<file path="src/hw/lsu_pkg.sv">
// Shared types for a bare-mode RV32 LSU; no MMU, AMO, FP or 64-bit access support
`default_nettype none

package lsu_pkg;

  // ------------------------------------------------------------
  // Widths
  // ------------------------------------------------------------
  localparam int unsigned XLEN          = 32;
  localparam int unsigned TRANS_ID_BITS = 3;
  localparam int unsigned BE_BITS       = 4;

  // Exception causes as in the privileged spec
  localparam logic [3:0] CAUSE_LD_MISALIGNED = 4'd4;
  localparam logic [3:0] CAUSE_ST_MISALIGNED = 4'd6;

  typedef enum logic [3:0] {
    LB,
    LBU,
    LH,
    LHU,
    LW,
    SB,
    SH,
    SW
  } lsu_op_e;

  // ------------------------------------------------------------
  // Structs
  // ------------------------------------------------------------
  typedef struct packed {
    logic            valid;
    logic [3:0]      cause;
    logic [XLEN-1:0] tval;
  } exception_t;

  // Issue word, operand_b carries the store data
  typedef struct packed {
    lsu_op_e                  op;
    logic [XLEN-1:0]          operand_a;
    logic [XLEN-1:0]          operand_b;
    logic [11:0]              imm;
    logic [TRANS_ID_BITS-1:0] trans_id;
  } fu_data_t;

  typedef struct packed {
    logic                     is_store;
    lsu_op_e                  op;
    logic [XLEN-1:0]          vaddr;
    logic [XLEN-1:0]          wdata;
    logic [BE_BITS-1:0]       be;
    logic [TRANS_ID_BITS-1:0] trans_id;
    exception_t               ex;
  } lsu_ctrl_t;

  // Word addressed, so addr drops the two byte offset bits
  typedef struct packed {
    logic               req;
    logic               we;
    logic [XLEN-3:0]    addr;
    logic [BE_BITS-1:0] be;
    logic [XLEN-1:0]    wdata;
  } mem_req_t;

  typedef struct packed {
    logic            gnt;
    logic            rvalid;
    logic [XLEN-1:0] rdata;
  } mem_rsp_t;

  typedef struct packed {
    logic                     valid;
    logic [TRANS_ID_BITS-1:0] trans_id;
    logic [XLEN-1:0]          result;
    exception_t               ex;
  } lsu_result_t;

endpackage

`default_nettype wire

</file>
<file path="src/hw/lsu_agu.sv">
// Purely combinational; physical address equals virtual address, misaligned accesses trap
`timescale 1ns/1ps
`default_nettype none

module lsu_agu (
  input  lsu_pkg::fu_data_t  fu_data_i,
  output lsu_pkg::lsu_ctrl_t ctrl_o
);

  logic [lsu_pkg::XLEN-1:0]    vaddr;
  logic [lsu_pkg::BE_BITS-1:0] be;
  logic                        is_store;
  logic                        misaligned;

  // Base plus sign-extended 12-bit offset
  assign vaddr = fu_data_i.operand_a + {{(lsu_pkg::XLEN - 12){fu_data_i.imm[11]}}, fu_data_i.imm};

  // ------------------------------------------------------------
  // Size decode, byte enables and alignment check
  // ------------------------------------------------------------
  always_comb begin
    is_store   = 1'b0;
    misaligned = 1'b0;
    be         = 4'b1111;
    case (fu_data_i.op)
      lsu_pkg::LB, lsu_pkg::LBU: begin
        be = 4'b0001 << vaddr[1:0];
      end
      lsu_pkg::SB: begin
        is_store = 1'b1;
        be       = 4'b0001 << vaddr[1:0];
      end
      lsu_pkg::LH, lsu_pkg::LHU: begin
        be         = 4'b0011 << vaddr[1:0];
        misaligned = vaddr[0];
      end
      lsu_pkg::SH: begin
        is_store   = 1'b1;
        be         = 4'b0011 << vaddr[1:0];
        misaligned = vaddr[0];
      end
      lsu_pkg::SW: begin
        is_store   = 1'b1;
        misaligned = |vaddr[1:0];
      end
      // LW and anything unknown read the full word
      default: begin
        misaligned = |vaddr[1:0];
      end
    endcase
  end

  // No exception leaves the whole ex field at zero
  always_comb begin
    ctrl_o.is_store = is_store;
    ctrl_o.op       = fu_data_i.op;
    ctrl_o.vaddr    = vaddr;
    ctrl_o.wdata    = fu_data_i.operand_b;
    ctrl_o.be       = be;
    ctrl_o.trans_id = fu_data_i.trans_id;
    ctrl_o.ex.valid = misaligned;
    ctrl_o.ex.cause = misaligned ? (is_store ? lsu_pkg::CAUSE_ST_MISALIGNED :
                                              lsu_pkg::CAUSE_LD_MISALIGNED) : '0;
    ctrl_o.ex.tval  = misaligned ? vaddr : '0;
  end

endmodule

`default_nettype wire

</file>
<file path="src/hw/lsu_issue_queue.sv">
// Two entries only; a push during flush is dropped, a pop on an empty queue is ignored
`timescale 1ns/1ps
`default_nettype none

module lsu_issue_queue (
  input  logic               clk_i,
  input  logic               rst_ni,
  input  logic               flush_i,
  input  logic               push_i,
  input  lsu_pkg::lsu_ctrl_t data_i,
  output logic               ready_o,
  output logic               head_valid_o,
  output lsu_pkg::lsu_ctrl_t head_o,
  input  logic               pop_i
);

  lsu_pkg::lsu_ctrl_t mem_q [2];
  logic               rd_ptr_q;
  logic               wr_ptr_q;
  logic [1:0]         count_q;
  logic               push;
  logic               pop;

  assign ready_o      = (count_q != 2'd2);
  assign head_valid_o = (count_q != 2'd0);
  assign head_o       = mem_q[rd_ptr_q];

  assign push = push_i && ready_o && !flush_i;
  assign pop  = pop_i && head_valid_o && !flush_i;

  always_ff @(posedge clk_i or negedge rst_ni) begin
    if (!rst_ni) begin
      rd_ptr_q <= 1'b0;
      wr_ptr_q <= 1'b0;
      count_q  <= 2'd0;
    end else if (flush_i) begin
      rd_ptr_q <= 1'b0;
      wr_ptr_q <= 1'b0;
      count_q  <= 2'd0;
    end else begin
      if (push) begin
        wr_ptr_q <= ~wr_ptr_q;
      end
      if (pop) begin
        rd_ptr_q <= ~rd_ptr_q;
      end
      count_q <= count_q + {1'b0, push} - {1'b0, pop};
    end
  end

  always_ff @(posedge clk_i) begin
    if (push) begin
      mem_q[wr_ptr_q] <= data_i;
    end
  end

  // The units only take an operation that is really at the head
  assert property (@(posedge clk_i) disable iff (!rst_ni) pop_i |-> head_valid_o)
    else $error("issue queue popped while empty");

endmodule

`default_nettype wire

</file>
<file path="src/hw/lsu_load_unit.sv">
// One read in flight; a flushed read still completes on the bus but reports no result
`timescale 1ns/1ps
`default_nettype none

module lsu_load_unit (
  input  logic                 clk_i,
  input  logic                 rst_ni,
  input  logic                 flush_i,
  input  logic                 head_valid_i,
  input  lsu_pkg::lsu_ctrl_t   head_i,
  output logic                 pop_o,
  input  logic                 store_conflict_i,
  output lsu_pkg::mem_req_t    req_o,
  input  lsu_pkg::mem_rsp_t    rsp_i,
  output lsu_pkg::lsu_result_t result_o
);

  typedef enum logic [1:0] {
    S_IDLE,
    S_REQ,
    S_WAIT
  } state_e;

  state_e                                state_q;
  state_e                                state_d;
  logic                                  capture;
  logic                                  kill_q;
  lsu_pkg::lsu_op_e                      op_q;
  logic [1:0]                            off_q;
  logic [lsu_pkg::XLEN-3:0]              addr_q;
  logic [lsu_pkg::TRANS_ID_BITS-1:0]     trans_id_q;
  logic [lsu_pkg::XLEN-1:0]              shifted;
  logic [lsu_pkg::XLEN-1:0]              ext_data;
  lsu_pkg::lsu_result_t                  result_d;

  // ------------------------------------------------------------
  // Sequencing
  // ------------------------------------------------------------
  always_comb begin
    state_d = state_q;
    pop_o   = 1'b0;
    capture = 1'b0;
    case (state_q)
      S_IDLE: begin
        if (head_valid_i && !head_i.is_store && !flush_i) begin
          if (head_i.ex.valid) begin
            pop_o = 1'b1;
          end else if (!store_conflict_i) begin
            // Wait here while a queued store still owns this word
            pop_o   = 1'b1;
            capture = 1'b1;
            state_d = S_REQ;
          end
        end
      end
      S_REQ: begin
        if (rsp_i.gnt) begin
          state_d = S_WAIT;
        end
      end
      S_WAIT: begin
        if (rsp_i.rvalid) begin
          state_d = S_IDLE;
        end
      end
      default: state_d = S_IDLE;
    endcase
  end

  // While idle the address carries the head's word for the store queue compare
  assign req_o.req   = (state_q == S_REQ);
  assign req_o.we    = 1'b0;
  assign req_o.addr  = (state_q == S_IDLE) ? head_i.vaddr[lsu_pkg::XLEN-1:2] : addr_q;
  assign req_o.be    = '1;
  assign req_o.wdata = '0;

  // ------------------------------------------------------------
  // Byte lane select and extension
  // ------------------------------------------------------------
  assign shifted = rsp_i.rdata >> {off_q, 3'b000};

  always_comb begin
    case (op_q)
      lsu_pkg::LB:  ext_data = {{24{shifted[7]}}, shifted[7:0]};
      lsu_pkg::LBU: ext_data = {24'b0, shifted[7:0]};
      lsu_pkg::LH:  ext_data = {{16{shifted[15]}}, shifted[15:0]};
      lsu_pkg::LHU: ext_data = {16'b0, shifted[15:0]};
      default:      ext_data = rsp_i.rdata;
    endcase
  end

  always_comb begin
    result_d = '0;
    if (pop_o && head_i.ex.valid) begin
      result_d.valid    = 1'b1;
      result_d.trans_id = head_i.trans_id;
      result_d.ex       = head_i.ex;
    end else if (state_q == S_WAIT && rsp_i.rvalid) begin
      result_d.valid    = !kill_q && !flush_i;
      result_d.trans_id = trans_id_q;
      result_d.result   = ext_data;
    end
  end

  always_ff @(posedge clk_i or negedge rst_ni) begin
    if (!rst_ni) begin
      state_q  <= S_IDLE;
      kill_q   <= 1'b0;
      result_o <= '0;
    end else begin
      state_q  <= state_d;
      result_o <= result_d;
      if (capture) begin
        kill_q <= 1'b0;
      end else if (flush_i && state_q != S_IDLE) begin
        kill_q <= 1'b1;
      end
    end
  end

  always_ff @(posedge clk_i) begin
    if (capture) begin
      op_q       <= head_i.op;
      off_q      <= head_i.vaddr[1:0];
      addr_q     <= head_i.vaddr[lsu_pkg::XLEN-1:2];
      trans_id_q <= head_i.trans_id;
    end
  end

  // Memory must not answer a read that was never issued
  assert property (@(posedge clk_i) disable iff (!rst_ni) rsp_i.rvalid |-> state_q == S_WAIT)
    else $error("load port rvalid without an outstanding read");

endmodule

`default_nettype wire

</file>
<file path="src/hw/lsu_store_queue.sv">
// Commits must follow issue order; flush keeps committed stores, which still drain to memory
`timescale 1ns/1ps
`default_nettype none

module lsu_store_queue #(
  parameter int unsigned STORE_QUEUE_DEPTH = 4
) (
  input  logic                     clk_i,
  input  logic                     rst_ni,
  input  logic                     flush_i,
  input  logic                     head_valid_i,
  input  lsu_pkg::lsu_ctrl_t       head_i,
  output logic                     pop_o,
  input  logic                     commit_i,
  output logic                     commit_ready_o,
  output logic                     no_st_pending_o,
  input  logic [lsu_pkg::XLEN-3:0] load_word_i,
  output logic                     store_conflict_o,
  output lsu_pkg::mem_req_t        req_o,
  input  lsu_pkg::mem_rsp_t        rsp_i,
  output lsu_pkg::lsu_result_t     result_o
);

  localparam int unsigned PTR_W = (STORE_QUEUE_DEPTH > 1) ? $clog2(STORE_QUEUE_DEPTH) : 1;

  typedef struct packed {
    logic [lsu_pkg::XLEN-3:0]    addr;
    logic [lsu_pkg::BE_BITS-1:0] be;
    logic [lsu_pkg::XLEN-1:0]    data;
  } sq_entry_t;

  sq_entry_t                      entry_q [STORE_QUEUE_DEPTH];
  logic [STORE_QUEUE_DEPTH-1:0]   valid_q;
  logic [STORE_QUEUE_DEPTH-1:0]   committed_q;
  logic [PTR_W-1:0]               wr_ptr_q;
  logic [PTR_W-1:0]               commit_ptr_q;
  logic [PTR_W-1:0]               rd_ptr_q;
  logic                           push;
  logic                           write_done;

  function automatic logic [PTR_W-1:0] ptr_inc(input logic [PTR_W-1:0] ptr);
    logic [PTR_W-1:0] nxt;
    if (ptr == PTR_W'(STORE_QUEUE_DEPTH - 1)) begin
      nxt = '0;
    end else begin
      nxt = ptr + 1'b1;
    end
    return nxt;
  endfunction

  // ------------------------------------------------------------
  // Accept from the issue queue
  // ------------------------------------------------------------
  // Faulting stores retire at once and never take an entry
  assign pop_o = head_valid_i && head_i.is_store && !flush_i &&
                 (head_i.ex.valid || !valid_q[wr_ptr_q]);
  assign push  = pop_o && !head_i.ex.valid;

  // Oldest uncommitted entry sits at the commit pointer
  assign commit_ready_o  = valid_q[commit_ptr_q] && !committed_q[commit_ptr_q];
  assign no_st_pending_o = ~|valid_q;

  always_comb begin
    store_conflict_o = 1'b0;
    for (int i = 0; i < STORE_QUEUE_DEPTH; i++) begin
      if (valid_q[i] && entry_q[i].addr == load_word_i) begin
        store_conflict_o = 1'b1;
      end
    end
  end

  // ------------------------------------------------------------
  // Memory write of the oldest committed entry
  // ------------------------------------------------------------
  assign req_o.req   = valid_q[rd_ptr_q] && committed_q[rd_ptr_q];
  assign req_o.we    = 1'b1;
  assign req_o.addr  = entry_q[rd_ptr_q].addr;
  assign req_o.be    = entry_q[rd_ptr_q].be;
  assign req_o.wdata = entry_q[rd_ptr_q].data;
  assign write_done  = req_o.req && rsp_i.gnt;

  always_ff @(posedge clk_i or negedge rst_ni) begin
    if (!rst_ni) begin
      valid_q      <= '0;
      committed_q  <= '0;
      wr_ptr_q     <= '0;
      commit_ptr_q <= '0;
      rd_ptr_q     <= '0;
      result_o     <= '0;
    end else begin
      result_o.valid    <= pop_o;
      result_o.trans_id <= head_i.trans_id;
      result_o.result   <= '0;
      result_o.ex       <= head_i.ex;
      if (push) begin
        valid_q[wr_ptr_q] <= 1'b1;
        wr_ptr_q          <= ptr_inc(wr_ptr_q);
      end
      if (commit_i) begin
        committed_q[commit_ptr_q] <= 1'b1;
        commit_ptr_q              <= ptr_inc(commit_ptr_q);
      end
      if (write_done) begin
        valid_q[rd_ptr_q]     <= 1'b0;
        committed_q[rd_ptr_q] <= 1'b0;
        rd_ptr_q              <= ptr_inc(rd_ptr_q);
      end
      // Drop speculative entries, a commit in the same cycle still counts
      if (flush_i) begin
        for (int i = 0; i < STORE_QUEUE_DEPTH; i++) begin
          if (!committed_q[i] && !(commit_i && commit_ptr_q == PTR_W'(i))) begin
            valid_q[i] <= 1'b0;
          end
        end
        wr_ptr_q <= commit_i ? ptr_inc(commit_ptr_q) : commit_ptr_q;
      end
    end
  end

  // Store data moves into its byte lanes on the way in
  always_ff @(posedge clk_i) begin
    if (push) begin
      entry_q[wr_ptr_q].addr <= head_i.vaddr[lsu_pkg::XLEN-1:2];
      entry_q[wr_ptr_q].be   <= head_i.be;
      entry_q[wr_ptr_q].data <= head_i.wdata << {head_i.vaddr[1:0], 3'b000};
    end
  end

  // The core only retires stores that the queue holds
  assert property (@(posedge clk_i) disable iff (!rst_ni) commit_i |-> commit_ready_o)
    else $error("commit without an uncommitted store");

endmodule

`default_nettype wire

</file>
<file path="src/hw/lsu_result_pipe.sv">
// DEPTH of 0 gives a direct path; every stage is cleared by reset
`timescale 1ns/1ps
`default_nettype none

module lsu_result_pipe #(
  parameter int unsigned DEPTH = 1
) (
  input  logic                 clk_i,
  input  logic                 rst_ni,
  input  lsu_pkg::lsu_result_t d_i,
  output lsu_pkg::lsu_result_t d_o
);

  if (DEPTH == 0) begin : gen_bypass
    assign d_o = d_i;
  end else begin : gen_regs
    lsu_pkg::lsu_result_t pipe_q [DEPTH];

    always_ff @(posedge clk_i or negedge rst_ni) begin
      if (!rst_ni) begin
        for (int i = 0; i < DEPTH; i++) begin
          pipe_q[i] <= '0;
        end
      end else begin
        pipe_q[0] <= d_i;
        for (int i = 1; i < DEPTH; i++) begin
          pipe_q[i] <= pipe_q[i-1];
        end
      end
    end

    assign d_o = pipe_q[DEPTH-1];
  end

endmodule

`default_nettype wire

</file>
<file path="src/hw/lsu_top.sv">
// Bare-mode RV32 LSU; separate load and store ports, stores wait for commit_i before writing
`timescale 1ns/1ps
`default_nettype none

module lsu_top #(
  parameter int unsigned STORE_QUEUE_DEPTH  = 4,
  parameter int unsigned NR_LOAD_PIPE_REGS  = 1,
  parameter int unsigned NR_STORE_PIPE_REGS = 1
) (
  input  logic                 clk_i,
  input  logic                 rst_ni,
  input  logic                 flush_i,
  // Issue side
  input  lsu_pkg::fu_data_t    fu_data_i,
  input  logic                 lsu_valid_i,
  output logic                 lsu_ready_o,
  // Commit side
  input  logic                 commit_i,
  output logic                 commit_ready_o,
  output logic                 no_st_pending_o,
  // Results
  output lsu_pkg::lsu_result_t load_result_o,
  output lsu_pkg::lsu_result_t store_result_o,
  // Memory ports
  output lsu_pkg::mem_req_t    ld_mem_req_o,
  input  lsu_pkg::mem_rsp_t    ld_mem_rsp_i,
  output lsu_pkg::mem_req_t    st_mem_req_o,
  input  lsu_pkg::mem_rsp_t    st_mem_rsp_i
);

  lsu_pkg::lsu_ctrl_t   agu_ctrl;
  lsu_pkg::lsu_ctrl_t   head;
  logic                 head_valid;
  logic                 ld_pop;
  logic                 st_pop;
  logic                 store_conflict;
  lsu_pkg::lsu_result_t ld_result;
  lsu_pkg::lsu_result_t st_result;

  lsu_agu i_agu (
    .fu_data_i (fu_data_i),
    .ctrl_o    (agu_ctrl)
  );

  lsu_issue_queue i_issue_queue (
    .clk_i        (clk_i),
    .rst_ni       (rst_ni),
    .flush_i      (flush_i),
    .push_i       (lsu_valid_i),
    .data_i       (agu_ctrl),
    .ready_o      (lsu_ready_o),
    .head_valid_o (head_valid),
    .head_o       (head),
    .pop_i        (ld_pop | st_pop)
  );

  lsu_load_unit i_load_unit (
    .clk_i            (clk_i),
    .rst_ni           (rst_ni),
    .flush_i          (flush_i),
    .head_valid_i     (head_valid),
    .head_i           (head),
    .pop_o            (ld_pop),
    .store_conflict_i (store_conflict),
    .req_o            (ld_mem_req_o),
    .rsp_i            (ld_mem_rsp_i),
    .result_o         (ld_result)
  );

  // Load port address doubles as the word compared against queued stores
  lsu_store_queue #(
    .STORE_QUEUE_DEPTH (STORE_QUEUE_DEPTH)
  ) i_store_queue (
    .clk_i            (clk_i),
    .rst_ni           (rst_ni),
    .flush_i          (flush_i),
    .head_valid_i     (head_valid),
    .head_i           (head),
    .pop_o            (st_pop),
    .commit_i         (commit_i),
    .commit_ready_o   (commit_ready_o),
    .no_st_pending_o  (no_st_pending_o),
    .load_word_i      (ld_mem_req_o.addr),
    .store_conflict_o (store_conflict),
    .req_o            (st_mem_req_o),
    .rsp_i            (st_mem_rsp_i),
    .result_o         (st_result)
  );

  lsu_result_pipe #(
    .DEPTH (NR_LOAD_PIPE_REGS)
  ) i_load_pipe (
    .clk_i  (clk_i),
    .rst_ni (rst_ni),
    .d_i    (ld_result),
    .d_o    (load_result_o)
  );

  lsu_result_pipe #(
    .DEPTH (NR_STORE_PIPE_REGS)
  ) i_store_pipe (
    .clk_i  (clk_i),
    .rst_ni (rst_ni),
    .d_i    (st_result),
    .d_o    (store_result_o)
  );

endmodule

`default_nettype wire

</file>
<file path="config.mk">
export PLATFORM = sky130hd
export DESIGN_NAME = lsu_top
export DESIGN_NICKNAME = d
export VERILOG_FILES = /design/src/hw/lsu_pkg.sv /design/src/hw/lsu_agu.sv /design/src/hw/lsu_issue_queue.sv /design/src/hw/lsu_load_unit.sv /design/src/hw/lsu_store_queue.sv /design/src/hw/lsu_result_pipe.sv /design/src/hw/lsu_top.sv
export SDC_FILE = /design/constraint.sdc
export NUM_CORES = 1
export LEC_CHECK = 0
export ABC_AREA = 0
export BUFFER_PORTS_ARGS = -buffer_cell sky130_fd_sc_hd__buf_2
export CAP_MARGIN = 0
export CORE_ASPECT_RATIO = 2
export CORE_UTILIZATION = 58
export DETAILED_ROUTE_END_ITERATION = 16
export PLACE_DENSITY = 0.8
export RECOVER_POWER = 50
export SETUP_SLACK_MARGIN = 0.2
export SLEW_MARGIN = 0
export SYNTH_ARGS = -nofsm -noshare
export SYNTH_HDL_FRONTEND = slang
export SYNTH_SLANG_ARGS = --single-unit
</file>
<file path="constraint.sdc">
create_clock -name clk_i -period 9.8 [get_ports clk_i]
set_clock_uncertainty 0.2 [all_clocks]
set_input_delay 1.47 -clock clk_i [delete_from_list [all_inputs] [get_ports clk_i]]
set_output_delay 1.47 -clock clk_i [all_outputs]
set_load 0.005 [all_outputs]
</file>
# Yosys cells after proc, flatten, opt, wreduce, memory -nomap -nowiden
# Memory sizes are Yosys's and may differ from the RTL's.
# Cells that the tools add are included.
# W data, S select, Z words.
[totals] regBits=288 ram_bits=490 input_bits=156 output_inout_bits=285 elab_cells=223 memories=2
[op_classes] n_addsub=6 n_lt_le_gt_ge=6 n_eq_ne=26 n_shift=4 muxes=71 n_bitwise=8 n_reduce_logical=64
[memory_table] memory="i_store_queue.entry_q" depth=4 word_bits=66 read_ports=5 rd_clocked_by_memory_dff=0 wr=1 line_no="lsu_store_queue.sv:32" source="sq_entry_t entry_q [STORE_QUEUE_DEPTH];"
[memory_table] memory="i_issue_queue.mem_q" depth=2 word_bits=113 read_ports=1 rd_clocked_by_memory_dff=0 wr=1 line_no="lsu_issue_queue.sv:17" source="lsu_pkg::lsu_ctrl_t mem_q [2];"
[ops] op="$pmux W32 S4" n=1
[ops] op="$eq A30 B30 Y1" n=4
[ops] op="$mux W32" n=2
[ops] op="$mux W37" n=1
[ops] op="$mux W36" n=1
[ops] op="$mux W1" n=34
[ops] op="$add A32 B32 Y32" n=1
[ops] op="$logic_and A1 B1 Y1" n=32
[ops] op="$shl A32 B5 Y32" n=1
[ops] op="$shr A32 B5 Y16" n=1
[ops] op="$mux W30" n=1
[ops] op="$mux W4" n=7
[ops] op="$mux W2" n=13
[ops] op="$eq A4 B2 Y1 const B" n=4
[ops] op="$logic_not A1 Y1" n=15
[ops] op="$eq A4 B3 Y1 const B" n=3
[ops] op="$reduce_bool A2 Y1" n=6
[ops] op="$bmux W1 S2" n=5
[ops] op="$eq A2 B2 Y1 const B" n=5
[ops] op="$lt A2 B3 Y1 const B" n=3
[ops] op="$reduce_or A3 Y1" n=3
[ops] op="$and A4 B4 Y4" n=2
[ops] op="$eq A4 B1 Y1 const B" n=2
[ops] op="$logic_not A4 Y1" n=2
[ops] op="22 further kinds" n=36

# Depth between registers and ports, before layout
# Gate-level depths: netlist of the first run.
[logic_depth] depth_word=17 ltp_mapped=18 ltp_nobuf=15

# Cells and area by module
# Synthesis of the first run repeated with hierarchy kept, for this count alone.
[unflattened] cells_unflattened=2049 area_unflattened_um2=33369.5
[modules_own_cells] mod="lsu_store_queue" n_inst=1 cells_per_inst=774 area_each_um2=13544.2 seq_area_each_um2=9303.9
[modules_own_cells] mod="lsu_issue_queue" n_inst=1 cells_per_inst=376 area_each_um2=8629.5 seq_area_each_um2=6886.6
[modules_own_cells] mod="lsu_load_unit" n_inst=1 cells_per_inst=370 area_each_um2=4855.9 seq_area_each_um2=3072.9
[modules_own_cells] mod="lsu_result_pipe" n_inst=2 cells_per_inst=73 area_each_um2=1826.8 seq_area_each_um2=1826.8
[modules_own_cells] mod="lsu_agu" n_inst=1 cells_per_inst=382 area_each_um2=2680.1 seq_area_each_um2=0.0
[modules_own_cells] mod="lsu_top" n_inst=1 cells_per_inst=1 area_each_um2=6.3 seq_area_each_um2=0.0

# Worst setup path after synthesis of the first run
# No wires, ideal clock.
[synth_path] path_kind="input port to flip-flop" startpoint="in flush_i" endpoint="mem i_issue_queue.mem_q[0][0] in the netlist's numbering, enable pin" setup_time_ns=0.714 t_arrival_ns=9.333 t_required_ns=8.886 path_slack_ns=-0.447 stages=3 n_path_buf=2 path_cell_list="clkbuf_1 -> clkbuf_1 -> nor3_1"
[synth_between] elab_chain_len=4
[synth_rtl] item="start, declared" line_no="lsu_top.sv:12" source="input logic flush_i,"
[synth_rtl] item="$logic_not A1 Y1" line_no="lsu_issue_queue.sv:28" source="assign push = push_i && ready_o && !flush_i;"
[synth_rtl] item="$logic_and A1 B1 Y1" line_no="lsu_issue_queue.sv:28"
[synth_rtl] item="$mux W1" line_no="lsu_issue_queue.sv:52" source="if (push) begin"
[synth_rtl] item="$mux W1 (implied by the code)" line_no="lsu_issue_queue.sv:53" source="mem_q[wr_ptr_q] <= data_i;"
[synth_rtl] item="end, declared" line_no="lsu_issue_queue.sv:17"
# Every way passes these cells.

==> results of run 1 <==
## metrics by stage
stage                     total power [W]  std cells  area [um^2]
after global placement            0.00727       3292        35500
after global routing               0.0103       3417        37500
after floorplan                   0.00594       2330        33600
after detailed placement          0.00733       3292        35500
after CTS                          0.0100       3412        37800
final                              0.0100       3421        37500
## metal layers
| metal | share of wire | global-route usage | wire length, um |
|---|---|---|---|
| met3 | 0.077 | 0.0903 | 8860 |
| met2 | 0.52 | 0.699 | 59300 |
| met5 | 0.00041 | 0 | 47 |
| met1 | 0.30 | 0.399 | 34700 |
| met4 | 0.10 | 0.352 | 11900 |
## state kept, by name, indices dropped and copies added, names as in the netlist
name                        count
i_store_queue.wr_ptr_q          2
i_issue_queue.wr_ptr_q          1
i_load_unit.off_q               2
i_load_pipe.d_o                70
i_load_unit.result_o           70
i_store_queue.committed_q       4
i_store_pipe.d_o               38
i_store_queue.rd_ptr_q          2
i_load_unit.kill_q              1
i_store_queue.valid_q           4
i_store_queue.result_o         38
i_load_unit.addr_q             30
i_load_unit.state_q             2
i_store_queue.entry_q         264
i_issue_queue.mem_q           220
i_issue_queue.rd_ptr_q          1
i_issue_queue.count_q           2
i_load_unit.trans_id_q          3
i_load_unit.op_q                4
i_store_queue.commit_ptr_q      2
## layout make-up
| type | count | area share |
|---|---|---|
| Multi-Input combinational cell | 1280 | 0.277 |
| Inverter | 137 | 0.0137 |
| Clock inverter | 32 | 0.00958 |
| Tap cell | 750 | 0.0250 |
| Antenna cell | 7 | 0.000468 |
| Clock buffer | 88 | 0.0499 |
| Sequential cell | 760 | 0.578 |
| Timing Repair Buffer | 367 | 0.0466 |
## cell usage in the layout (no fill, tap or decap), types with 9 or more instances in the layout
cell       instances
buf_2            217
and2_1            21
conb_1            74
a2111oi_0         11
mux2_1            32
clkbuf_16         70
nor3_1            16
clkbuf_1         138
o21a_1            19
xnor2_1           86
inv_1            134
and3_1            44
nand2b_1          24
mux4_2            79
a221oi_1           9
mux2_2            25
o22ai_1           32
ha_1              45
nor2b_1           25
nand2_1           88
o2111ai_1         10
a222oi_1          11
a21o_1            29
nand3_1           21
edfxtp_1         523
a211oi_1          40
mux2i_1           85
a22oi_1           26
o21ba_2           19
a21oi_1           51
nand4_1           21
nor4_1            22
nor2_1            82
xor2_1            26
dfrtp_1          235
buf_4             21
o21ai_0           75
## report_power, final
part | total [W] | switching [W] | internal, W
Sequential | 0.00423 | 0.000279 | 0.00395
Clock | 0.00270 | 0.00120 | 0.00150
Combinational | 0.00311 | 0.00203 | 0.00108
## critical path: cells and delay by family (launching register included)
family / cells / cell delay (ps)
DFF: 1 / 1900
and+or+nand+nor: 5 / 1460
adders and majority gates: 2 / 460
muxes: 2 / 1530
AOI/OAI and AO/OA: 2 / 440
xor gates and xnor gates: 2 / 420
buffers and inverters: 3 / 1230
## logic make-up (layout without fill, tap and decap cells)
kind of cell / count (synthesis) / in the layout / share of synthesized area
buffers and inverters: 290 / 624 / 0.0434
multiplexers: 234 / 234 / 0.109
adder cells (fa/ha/maj): 46 / 46 / 0.0175
other: 2 / 81 / 0.000226
AND/OR/NAND/NOR: 408 / 408 / 0.0641
XOR/XNOR: 112 / 112 / 0.0295
AO/OA/AOI/OAI: 406 / 406 / 0.0865
flip-flops: 760 / 760 / 0.650
## worst paths after layout
path / end / slack (ps) / depth (start not counted)
setup / recovery: i_issue_queue.count_q[1]$_DFF_PN0_ / 1920 / 16
min in group asynchronous: i_store_queue.result_o[8]$_DFF_PN0_ / 690 / 1
hold reg to reg: i_load_pipe.d_o[24]$_DFF_PN0_ / 150 / 0
setup reg to reg: i_issue_queue.count_q[1]$_DFF_PN0_ / 1920 / 16
max in group asynchronous: i_load_unit.state_q[1]$_DFFE_PN0P_ / 3560 / 2
hold / removal: i_load_pipe.d_o[24]$_DFF_PN0_ / 150 / 0
==> flow_metrics.env, run 1 <==
export IMPL_numCtsBuffers=66
export IMPL_yosysMostFrequentCell="edfxtp_1"
export IMPL_setup_viol=0
export IMPL_synthArstFlopShare=0.312
export IMPL_hpwlAfterDp_um=83100
export IMPL_design_core_area_um2=56500
export IMPL_grt_pass1_vias=22600
export IMPL_critPathArrivalTime_ps=8130
export IMPL_synth_flop_cell="edfxtp_1"
export IMPL_min_path_type="reg2reg"
export IMPL_tightest_slew_ps=4400
export IMPL_fmax_mhz=127
export IMPL_place_congestion=1.12
export IMPL_tns_ps=0
export IMPL_initial_core_util=0.589
export IMPL_drc_errors=0
export IMPL_dieHeight_um=341
export IMPL_synth_top_cells_by_count="edfxtp_1, dfrtp_1, inv_1"
export IMPL_max_stage_delay_ps=1900
export IMPL_ctsResizeCount=0
export IMPL_multiInputGateArea_um2=10400
export IMPL_worst_path_max_fanout=47
export IMPL_ir_drop_mv=0.213
export IMPL_r2r_start="i_issue_queue.rd_ptr_q$_DFFE_PN0P_"
export IMPL_synth_area_leaders="edfxtp_1, dfrtp_1, mux4_2"
export IMPL_endpoint_kind="flop"
export IMPL_hold_viol_final=0
export IMPL_required_ps=10050
export IMPL_htree_levels=3
export IMPL_rows=123
export IMPL_start_kind="flop"
export IMPL_relSlewSlack=-1.94
export IMPL_synth_edf_count=523
export IMPL_area_delta_synth_final_pct=12.6
export IMPL_crit_chain="buf_4 -> mux2i_1 -> inv_1 -> mux2i_4 -> o22a_2 -> o221ai_2 -> or3_1 -> or4_1 -> nand3_1 -> nand3_1 -> ha_1 -> inv_1 -> ha_1 -> xor2_1 -> xnor2_1 -> nor2_1"
export IMPL_holdWs_ps=146
export IMPL_violations="capacitance limit, slew limit"
export IMPL_pre_cts_ws_ps=3720
export IMPL_max_cap_violations=9
export IMPL_cellPowerDensity_nw_per_um2=268
export IMPL_num_vias=22000
export IMPL_insertion_delay_ps=630
export IMPL_synth_top_area_frac=0.472
export IMPL_fin_crit_ps=7880
export IMPL_gr_total_overflow=0
export IMPL_antenna_found_initial=10
export IMPL_synth_seq_cells=760
export IMPL_critPathKind="reg2reg"
export IMPL_drive_gt1_frac=0.188
export IMPL_status="finished, violations left"
export IMPL_synth_top_area_cell="edfxtp_1"
export IMPL_gr_usage_all_layers=0.403
export IMPL_ios=441
export IMPL_hp_start="i_load_unit.result_o[24]$_DFF_PN0_"
export IMPL_drtIter0Drc=2225
export IMPL_clk_path_buf_depth=3
export IMPL_path_clk_slew_ps=70
export IMPL_ys_warn_count=0
export IMPL_fin_util=0.663
export IMPL_postCtsSetupBuffers=0
export IMPL_wl_per_cell_um=33.6
export IMPL_worst_slack_ps=1920
export IMPL_grt_pass1_wl_um=160000
export IMPL_cts_hold_buffers=0
export IMPL_final_antenna_net_count=0
export IMPL_leakage_nw=14.7
export IMPL_root_buffer="clkbuf_16"
export IMPL_die_area_um2=58400
export IMPL_grt_max_degree=122
export IMPL_cts_sinks=760
export IMPL_n_fill_cell=4020
export IMPL_synth_cell_types=82
export IMPL_netlist_instances=2258
export IMPL_fp_dieW_um=171
export IMPL_cts_tree="done"
export IMPL_netlist_area_um2=33300
export IMPL_worstSetupStartpoint="i_issue_queue.rd_ptr_q$_DFFE_PN0P_"
export IMPL_post_route_period_util=0.804
export IMPL_routed_via_density=6.43
export IMPL_first_pass_iters=6
export IMPL_port_buffers=333
export IMPL_wl_um=115000
export IMPL_rsz0062_at_grt="false"
export IMPL_finalMaxSlewViolations=399
export IMPL_syn_area_per_cell_um2=14.7
export IMPL_ff_latch_area_um2=21600
export IMPL_crit_slowest_cell="dfrtp_1"
export IMPL_nNetsFinal=2814
export IMPL_seq_area_frac_synth=0.650
No activity file was read; power rests on OpenSTA's default activity.
==> run 2: changes to the inputs <==
CORE_UTILIZATION = 52   (was 58)
PLACE_DENSITY = 0.76   (was 0.8)
clock period = 6.8 ns   (was 9.8 ns; I/O delays follow)
==> run 2 against run 1 <==
The flow still finishes with violations (capacitance limit, slew limit). Worst setup slack worse by 890 ps. Count of clock-buffer cells in the layout down 1. Non-clock buffer count up 25. Cell count up 2.1%.
==> flow_metrics.env, run 2 (same netlist as run 1, synthesis figures left out) <==
export IMPL_design_core_area_um2=63100
export IMPL_biggestRegsByFlops="i_store_queue.entry_q x264, i_issue_queue.mem_q x220"
export IMPL_critPathKind="reg2reg"
export IMPL_root_buffer="clkbuf_16"
export IMPL_num_vias=21700
export IMPL_grt_max_degree=134
export IMPL_violations="capacitance limit, slew limit"
export IMPL_max_cap_violations=5
export IMPL_dieHeight_um=360
export IMPL_path_clk_slew_ps=70
export IMPL_fp_dieW_um=181
export IMPL_tns_ps=0
export IMPL_n_fill_cell=4880
export IMPL_rrSetupSlack_ps=1040
export IMPL_fin_util=0.599
export IMPL_cellPowerDensity_nw_per_um2=386
export IMPL_fin_crit_ps=5760
export IMPL_drc_errors=0
export IMPL_crit_chain="clkbuf_1 -> mux2i_2 -> inv_2 -> mux2i_2 -> nor2_1 -> nor4_1 -> nand4_1 -> or4_1 -> nand3_1 -> nand3_1 -> ha_1 -> inv_1 -> ha_1 -> xor2_1 -> xnor2_1 -> nor2_1"
export IMPL_wl_um=119000
export IMPL_grt_pass1_wl_um=167000
export IMPL_rows=130
export IMPL_final_antenna_net_count=0
export IMPL_status="finished, violations left"
export IMPL_leakage_nw=14.9
export IMPL_drive_gt1_frac=0.214
export IMPL_area_delta_synth_final_pct=13.6
export IMPL_endpoint_kind="flop"
export IMPL_required_ps=7130
export IMPL_port_buffers=333
export IMPL_max_stage_delay_ps=1270
export IMPL_r2r_end="i_issue_queue.count_q[1]$_DFF_PN0_"
export IMPL_gr_usage_all_layers=0.374
export IMPL_hold_path_depth=0
export IMPL_largest_reg_flops=264
export IMPL_worst_path_max_fanout=27
export IMPL_clk_path_buf_depth=3
export IMPL_ir_drop_mv=0.288
export IMPL_crit_slowest_cell="clkbuf_1"
export IMPL_reg2reg_depth=16
export IMPL_critPathArrivalTime_ps=6090
export IMPL_p_total_w=0.0146
export IMPL_setup_viol=0
export IMPL_final_common_cell="edfxtp_1"
export IMPL_ios=441
export IMPL_wl_per_cell_um=34.1
export IMPL_tightest_slew_ps=3650
export IMPL_rsz0062_at_grt="false"
export IMPL_finalMaxSlewViolations=343
export IMPL_min_to="i_store_pipe.d_o[31]$_DFF_PN0_"
export IMPL_min_path_type="reg2reg"
export IMPL_cts_sinks=760
export IMPL_routed_via_density=6.21
export IMPL_hpwlAfterDp_um=90200
export IMPL_cts_hold_buffers=0
export IMPL_insertion_delay_ps=670
export IMPL_start_kind="flop"
export IMPL_fmax_mhz=173
export IMPL_ctsResizeCount=0
export IMPL_r2r_start="i_issue_queue.rd_ptr_q$_DFFE_PN0P_"
export IMPL_gr_total_overflow=0
export IMPL_grt_pass1_vias=22600
export IMPL_die_area_um2=65100
export IMPL_final_cell_mix="edfxtp_1, buf_2, dfrtp_1, inv_1, clkbuf_1"
export IMPL_nNetsFinal=2841
export IMPL_postCtsSetupBuffers=0
export IMPL_relSlewSlack=-1.44
export IMPL_first_pass_iters=8
export IMPL_post_route_period_util=0.848
export IMPL_cts_tree="done"
export IMPL_largest_register="i_store_queue.entry_q"
export IMPL_initial_core_util=0.527
export IMPL_drtIter0Drc=1906
export IMPL_hp_start="i_store_queue.result_o[31]$_DFF_PN0_"
export IMPL_htree_levels=3
export IMPL_antenna_found_initial=11
export IMPL_numCtsBuffers=68
export IMPL_place_congestion=1.04
export IMPL_hold_viol_final=0
run 2: cell count changes in the layout (fill, tap and decap cells not counted), sizes merged:
cell	before	now
buf	240	288
clkbuf	215	191
inv	144	149
bufinv	5	2
clkinv	19	21
clkinvlp	1	3
diode	7	6
run 2: worst max-delay path by stage:
stage / startpoint / endpoint / slack [ps]
3_5_place_dp: i_issue_queue.rd_ptr_q$_DFFE_PN0P_ / i_issue_queue.count_q[1]$_DFF_PN0_ / 1620
4_1_cts: i_issue_queue.rd_ptr_q$_DFFE_PN0P_ / i_issue_queue.count_q[1]$_DFF_PN0_ / 1600
2_1_floorplan: flush_i / i_issue_queue.mem_q[0][0]$_DFFE_PP_ / 380
5_1_grt: i_issue_queue.rd_ptr_q$_DFFE_PN0P_ / i_issue_queue.count_q[1]$_DFF_PN0_ / 730
3_3_place_gp: i_issue_queue.rd_ptr_q$_DFFE_PN0P_ / i_issue_queue.count_q[1]$_DFF_PN0_ / 1580
6_report: i_issue_queue.rd_ptr_q$_DFFE_PN0P_ / i_issue_queue.count_q[1]$_DFF_PN0_ / 1040
run 2: per-layer routing:
metal | track usage | part of all wire
met4 | 0.318 | 0.096
met2 | 0.680 | 0.54
met3 | 0.0596 | 0.059
met1 | 0.366 | 0.31
met5 | 0 | 0.00029
run 2: per-stage QoR:
stage	instance area, um^2	cells	worst slack [ps]	hold slack, ps
after CTS	38200	3486	1600	145
final	37800	3492	1040	140
after detailed placement	35900	3361	1620	135
after global placement	35900	3361	1580	132
after global routing	37800	3492	729	146
after floorplan	33600	2330	383	131
run 2: power by group:
group          internal, W  switching [W]
Sequential         0.00569       0.000380
Combinational      0.00161        0.00298
Clock              0.00214        0.00180
Total              0.00944        0.00517
run 2: cell type report:
class	count	area, um^2	area share
inverter	137	514	0.0136
tap	792	991	0.0262
antenna	6	15.0	0.000397
timing repair buffer	392	2000	0.0529
clock buffer	87	1930	0.0510
clock inverter	38	363	0.00959
multi-input combinational	1280	10400	0.274
sequential	760	21600	0.572
run 2: worst max-delay path, delay by kind of cell (launching register included):
family                   cells  cell delay (ps)
buffers and inverters        3             1530
adder cells (fa/ha/maj)      2              480
XOR/XNOR                     2              310
AND/OR/NAND/NOR              7             1370
flip-flops                   1              700
multiplexers                 2              990
